[config.mk]
export PLATFORM = sky130hd
export DESIGN_NAME = mem_stage
export DESIGN_NICKNAME = d
export VERILOG_FILES = /design/src/common/rv32i_mem_pkg.sv /design/src/mem/mem_stage.sv
export SDC_FILE = /design/constraint.sdc
export NUM_CORES = 1
export LEC_CHECK = 0
export BUFFER_PORTS_ARGS = -buffer_cell sky130_fd_sc_hd__buf_2
export CAP_MARGIN = 20
export CORE_AREA = 2 2 224 226
export DETAILED_ROUTE_END_ITERATION = 7
export DIE_AREA = 0 0 226 228
export SLEW_MARGIN = 20
export SYNTH_ARGS = -nofsm -noshare
export SYNTH_HDL_FRONTEND = slang
export SYNTH_SLANG_ARGS = --single-unit
[constraint.sdc]
create_clock -name clk -period 7.1 [get_ports clk]
set_input_delay 0 -clock clk [delete_from_list [all_inputs] [get_ports clk]]
set_output_delay 0 -clock clk [all_outputs]
set_load 0.005 [all_outputs]
[src/common/rv32i_mem_pkg.sv]
`default_nettype none

package rv32i_mem_pkg;

    // one data or address word
    typedef logic [31:0] rv32i_word;

    // memory class of the instruction in flight
    typedef enum logic [1:0] {
        mop_none  = 2'b00,
        mop_load  = 2'b01,
        mop_store = 2'b10
    } mem_op_e;

    // funct3 of the load opcode
    typedef enum logic [2:0] {
        lb  = 3'b000,
        lh  = 3'b001,
        lw  = 3'b010,
        lbu = 3'b100,
        lhu = 3'b101
    } load_funct3_e;

    // funct3 of the store opcode
    typedef enum logic [2:0] {
        sb = 3'b000,
        sh = 3'b001,
        sw = 3'b010
    } store_funct3_e;

    // source of the value written back to the regfile
    typedef enum logic [2:0] {
        sel_alu      = 3'b000,
        sel_br_en    = 3'b001,
        sel_u_imm    = 3'b010,
        sel_pc_plus4 = 3'b011,
        sel_mem      = 3'b100
    } wb_sel_e;

    // rvfi style memory record
    // addr is word aligned, masks and data use the memory byte lanes
    typedef struct packed {
        rv32i_word  addr;
        logic [3:0] rmask;
        logic [3:0] wmask;
        rv32i_word  rdata;
        rv32i_word  wdata;
    } mem_rec_t;

    // execute result handed to the memory side
    typedef struct packed {
        mem_op_e    op;
        // raw funct3, read as load or store encoding depending on op
        logic [2:0] funct3;
        wb_sel_e    wb_sel;
        logic [4:0] rd;
        rv32i_word  pc;
        // alu result, also the effective address of a load or store
        rv32i_word  alu_out;
        // rs2 value, still in the low lanes
        rv32i_word  store_data;
        rv32i_word  u_imm;
        logic       br_en;
        mem_rec_t   mem;
    } ex_mem_t;

    // MEM/WB payload, load data comes straight from the sram
    typedef struct packed {
        wb_sel_e    wb_sel;
        logic [2:0] funct3;
        logic [4:0] rd;
        rv32i_word  pc;
        // non-load result
        rv32i_word  rd_data;
        // byte offset inside the word
        logic [1:0] offset;
        logic       misaligned;
        mem_rec_t   mem;
    } mem_wb_t;

    // forwarding bundle toward execute
    typedef struct packed {
        logic       valid;
        logic [4:0] rd;
        rv32i_word  data;
    } fwd_t;

    // writeback record
    typedef struct packed {
        logic [4:0] rd;
        rv32i_word  data;
        logic       misaligned;
        mem_rec_t   mem;
    } wb_out_t;

endpackage

`default_nettype wire

[src/mem/mem_stage.sv]
`timescale 1ns/1ps
`default_nettype none

module mem_stage
    import rv32i_mem_pkg::*;
(
    input  logic        clk,
    input  logic        rst_n,
    input  logic        ex_valid,
    input  ex_mem_t     ex_in,
    input  rv32i_word   dmem_rdata,
    // full word index, the top keeps only the bits the sram decodes
    output logic [29:0] dmem_addr,
    output logic        dmem_read,
    output logic        dmem_write,
    output logic [3:0]  dmem_byte_en,
    output rv32i_word   dmem_wdata,
    output fwd_t        fwd,
    output logic        mem_wb_valid,
    output mem_wb_t     mem_wb
);

    logic          ex_mem_valid;
    ex_mem_t       ex_mem;
    logic [1:0]    offset;
    load_funct3_e  load_f3;
    store_funct3_e store_f3;
    logic [3:0]    rmask;
    logic [3:0]    wmask;
    logic          misaligned;
    rv32i_word     lane_data;
    rv32i_word     rd_data;
    mem_rec_t      rec;
    mem_wb_t       mem_wb_d;

    // EX/MEM register
    always_ff @(posedge clk or negedge rst_n) begin
        if (!rst_n) begin
            ex_mem_valid <= 1'b0;
        end else begin
            ex_mem_valid <= ex_valid;
        end
    end

    always_ff @(posedge clk) begin
        if (ex_valid) begin
            ex_mem <= ex_in;
        end
    end

    assign offset   = ex_mem.alu_out[1:0];
    assign load_f3  = load_funct3_e'(ex_mem.funct3);
    assign store_f3 = store_funct3_e'(ex_mem.funct3);

    // byte masks per width and offset
    // a misaligned access keeps both masks at zero
    always_comb begin
        rmask      = 4'b0000;
        wmask      = 4'b0000;
        misaligned = 1'b0;
        case (ex_mem.op)
            mop_store: begin
                case (store_f3)
                    sw: begin
                        if (offset == 2'b00) wmask = 4'b1111;
                        else misaligned = 1'b1;
                    end
                    sh: begin
                        if (!offset[0]) wmask = 4'b0011 << offset;
                        else misaligned = 1'b1;
                    end
                    sb: wmask = 4'b0001 << offset;
                    default: wmask = 4'b0000;
                endcase
            end
            mop_load: begin
                case (load_f3)
                    lw: begin
                        if (offset == 2'b00) rmask = 4'b1111;
                        else misaligned = 1'b1;
                    end
                    lh, lhu: begin
                        if (!offset[0]) rmask = 4'b0011 << offset;
                        else misaligned = 1'b1;
                    end
                    lb, lbu: rmask = 4'b0001 << offset;
                    default: rmask = 4'b0000;
                endcase
            end
            default: misaligned = 1'b0;
        endcase
    end

    // store data moved up into the lanes its mask names
    assign lane_data = ex_mem.store_data << {offset, 3'b000};

    // sram strobes, nothing goes out for an empty mask
    assign dmem_addr    = ex_mem.alu_out[31:2];
    assign dmem_read    = ex_mem_valid && (rmask != 4'b0000);
    assign dmem_write   = ex_mem_valid && (wmask != 4'b0000);
    assign dmem_byte_en = ex_mem_valid ? wmask : 4'b0000;
    assign dmem_wdata   = lane_data;

    // non-load result, shared by forwarding and writeback
    always_comb begin
        case (ex_mem.wb_sel)
            sel_alu:      rd_data = ex_mem.alu_out;
            sel_br_en:    rd_data = {31'b0, ex_mem.br_en};
            sel_u_imm:    rd_data = ex_mem.u_imm;
            sel_pc_plus4: rd_data = ex_mem.pc + 32'd4;
            default:      rd_data = ex_mem.alu_out;
        endcase
    end

    // load data is not here yet, so loads never forward from MEM
    assign fwd.valid = ex_mem_valid && (ex_mem.op != mop_load);
    assign fwd.rd    = ex_mem.rd;
    assign fwd.data  = rd_data;

    // memory record, wdata keeps only the written lanes
    always_comb begin
        rec       = ex_mem.mem;
        rec.addr  = {ex_mem.alu_out[31:2], 2'b00};
        rec.rmask = rmask;
        rec.wmask = wmask;
        // read port as seen now, wb replaces it once the load data lands
        rec.rdata = dmem_rdata;
        for (int i = 0; i < 4; i++) begin
            rec.wdata[8*i +: 8] = wmask[i] ? lane_data[8*i +: 8] : 8'h00;
        end
    end

    always_comb begin
        mem_wb_d.wb_sel     = ex_mem.wb_sel;
        mem_wb_d.funct3     = ex_mem.funct3;
        mem_wb_d.rd         = ex_mem.rd;
        mem_wb_d.pc         = ex_mem.pc;
        mem_wb_d.rd_data    = rd_data;
        mem_wb_d.offset     = offset;
        mem_wb_d.misaligned = misaligned;
        mem_wb_d.mem        = rec;
    end

    // MEM/WB register
    always_ff @(posedge clk or negedge rst_n) begin
        if (!rst_n) begin
            mem_wb_valid <= 1'b0;
        end else begin
            mem_wb_valid <= ex_mem_valid;
        end
    end

    always_ff @(posedge clk) begin
        if (ex_mem_valid) begin
            mem_wb <= mem_wb_d;
        end
    end

    // one port, one direction per cycle
    assert property (@(posedge clk) disable iff (!rst_n) !(dmem_read && dmem_write))
        else $error("mem_stage: read and write strobes high together");

    // no byte lane may be enabled outside a write
    assert property (@(posedge clk) disable iff (!rst_n) !dmem_write |-> dmem_byte_en == 4'b0000)
        else $error("mem_stage: byte enables set without a write");

endmodule

`default_nettype wire

==> flow_summary_export.csv <==
group,metric,value,unit
pwr,leakagePower,7.34,nW
floorplan,coreArea,49300,um2
run_status,outcome,"finished, violations left",
cts,clock_latency,540,ps
cells_and_area,fin_cells,2082,
drt,via_per_inst,4.24,
cts,cts.path.max_buffers,3,
logic_synthesis,ys_top_cells_by_count,"322 x edfxtp_1, 69 x buf_4, 45 x nor2_1",
cts,post_cts_resized,0,
timing,holdWs,-21.0,ps
cells_and_area,drive_above_1_share,38.5,%
logic_synthesis,ys_seq_elements,324,
grt,antenna_found_initial,1,
logic_synthesis,yosysWarningCount,0,
grt,gr-usage-all-layers,15.1,%
drt,drt-pass1-iter-count,5,
cts,cts_tree,"done",
drt,ant_nets,0,
logic_synthesis,synth_top_area_share,76.6,%
floorplan,ioPinCount,570,
cts,path_clk_slew,60,ps
drt,first_iter_violations,592,
floorplan,die_h,228,um
logic_synthesis,synth-edff-count,322,
timing,fmax,0.305,GHz
cts,ctsHtreeMaxLevel,2,
timing,finalSetupViolCount,0,
pwr,p_clk_share,40.2,%
setup_path,worstReg2RegStart,"ex_mem[169]",
cells_and_area,design_area,18300,um2
timing,clock_skew,19.1,ps
logic_synthesis,netlist_area,12600,um2
floorplan,die_w,226,um
timing,maxSlewHeadroom,26.2,%
placed_design,io_buffers,463,
cts,cts.sinks,324,
pwr,pwr-share-seq,48.7,%
setup_path,cp-end-kind,"output port",
logic_synthesis,ys_types,48,
timing,maxSlewViolCount,0,
setup_path,start_kind,"flop",
floorplan,die_area,51500,um2
cells_and_area,nFillCells,4639,
cts,numCtsBuffers,38,
logic_synthesis,seq_area_frac_synth,77.0,%
cells_and_area,multi_input_area,2250,um2
logic_synthesis,syn-instance-count,788,
floorplan,initial_core_util,25.6,%
pwr,ir_worst_vdd,230,uV
cells_and_area,syn_to_final_growth,44.7,%
logic_synthesis,avgSynthCellArea,16.0,um2
timing,finalCriticalPeriod,3280,ps
drt,wl,40400,um
logic_synthesis,synth.largest_area_cell,"edfxtp_1",
timing,final-hold-violation-count,1,
drt,vias,8826,
timing,finalSetupTns,0,ps
run_status,violations,"negative hold slack",
cells_and_area,seqCellArea,9720,um2
setup_path,path_class,"reg2out",
setup_path,cp_max_fo,36,
min_path,min_path_type,"in2reg",
grt,first_global_vias,9151,
placed_design,place_area,15300,um2
grt,grt_overflow,0,
grt,grt_pass1_wl,57700,um
logic_synthesis,synth_area_leaders,"edfxtp_1 77%, buf_4 4.1%, mux2i_1 2.6%",
pwr,switching_share,23.8,%
pwr,power.switching,1.16,mW
drt,wl_per_cell,19.4,um
floorplan,rows,82,
min_path,hp-start,"ex_valid",
placed_design,gp_routability_congestion,0.808,
timing,worst_pin_slew,1100,ps
pwr,p_int,3.72,mW
setup_path,crit_required,7100,ps
logic_synthesis,synth-async-reset-ratio,0.617,%
drt,drcViolationCount,0,
cells_and_area,nets,1665,
placed_design,dp.cells,1837,
grt,grt_max_degree,85,
setup_path,critPathArrivalTime,3280,ps
timing,rsz0062_at_grt,"false",
logic_synthesis,synth_flop_cell,"edfxtp_1",
pwr,power.density,267,nW/um2
cts,cts-root-buf,"clkbuf_16",
placed_design,dpl.hpwl,27000,um
setup_path,crit_start,"ex_mem[169]",
timing,post-route-period-util,46.2,%
job,drv_cap,0,
pwr,pwr-share-comb,11.2,%
logic_synthesis,synthMostInstantiatedCell,"edfxtp_1",
==> path summary, 6_finish.rpt <==
| kind | to | slack [ps] | depth (start not counted) |
|---|---|---|---|
| hold reg to reg | mem_wb[140] | 440 | 0 |
| max in group asynchronous | ex_mem_valid | 6630 | 3 |
| min in group asynchronous | mem_wb_valid | 330 | 3 |
| setup / recovery | dmem_write | 3820 | 6 |
| setup reg to reg | mem_wb[27] | 4300 | 5 |
| hold / removal | fwd[34] | -20 | 1 |
==> metal layers <==
layer | part of all wire, % | GRT usage (%) | wire length, um | vias up
met5 | 0 | 0 | 0 | -
met4 | 2.5 | 4.93 | 1020 | 0
met3 | 6.8 | 3.95 | 2750 | 65
met2 | 49 | 25.9 | 20000 | 347
met1 | 41 | 18.5 | 16700 | 4357
li1 | - | - | - | 4057
==> layout make-up <==
type	instances	share of cell area (%)
Inverter	9	0.185
Tap cell	672	4.60
Clock inverter	22	1.20
Antenna cell	1	0.0137
Clock buffer	46	5.59
Timing Repair Buffer	652	22.9
Multi-Input combinational cell	356	12.3
Sequential cell	324	53.2
==> power by group through the flow <==
stage	Sequential (mW)	Clock [mW]	Combinational [mW]
floorplan	2.42	0	0.203
global placement	2.41	0	0.472
detailed placement	2.42	0	0.473
CTS	2.38	2.02	0.553
global route	2.39	2.09	0.594
finish	2.38	1.96	0.545
==> registers in the layout, indices dropped and copies added, names as in the netlist <==
name,cells
dmem_addr,30
mem_wb,180
fwd,5
mem_wb_valid,1
ex_mem_valid,1
ex_mem,104
load_f3,3
==> critical path, cell delays in order (launching register included) <==
cell and delay (ps):
edfxtp_1 350, buf_4 300, nor2_1 660, a22oi_1 190, nor2_1 870, o41a_1 220, buf_2 120
==> metrics by stage <==
stage | hold slack (ps) | setup WS, ps | power, mW | utilization (%)
after CTS | 25.2 | 3790 | 4.95 | 37.0
final | -21.0 | 3820 | 4.88 | 37.0
after global placement | -210 | 4360 | 2.88 | 30.9
after global routing | 37.2 | 3630 | 5.08 | 37.0
after floorplan | -296 | 2230 | 2.62 | -
after detailed placement | -205 | 4320 | 2.89 | 30.9
==> kinds of logic (layout without fill, tap and decap cells) <==
group | after synthesis | count (layout) | synth area share [%]
xor+xnor | 27 | 27 | 1.87
compound gates | 103 | 103 | 5.02
flops | 324 | 324 | 77.0
other cells | 1 | 3 | 0.0297
mux | 33 | 33 | 2.62
buf+inv | 109 | 729 | 5.40
simple gates | 188 | 188 | 7.81
fa+ha+maj | 3 | 3 | 0.297
==> what timing repair did <==
action	CTS	global route
buffers inserted	0	0
endpoints found under the hold margin	176	0
hold buffers	176	0
==> layout by cell type, fill, tap and decap left out, types with 11 or more instances in the layout <==
| cell type | synthesis | final |
|---|---|---|
| buf_2 | 5 | 462 |
| edfxtp_1 | 322 | 322 |
| dlygate4sd3_1 | 0 | 176 |
| nor2_1 | 45 | 45 |
| nand2_1 | 43 | 43 |
| clkbuf_16 | 0 | 39 |
| a21oi_1 | 37 | 37 |
| mux2i_1 | 33 | 33 |
| o21ai_0 | 30 | 30 |
| and2_1 | 30 | 30 |
| nor2b_1 | 24 | 23 |
| xor2_1 | 16 | 16 |
| a22oi_1 | 13 | 13 |
| buf_4 | 69 | 13 |
| xnor2_1 | 11 | 11 |
Power figures use the tool's default switching activity.
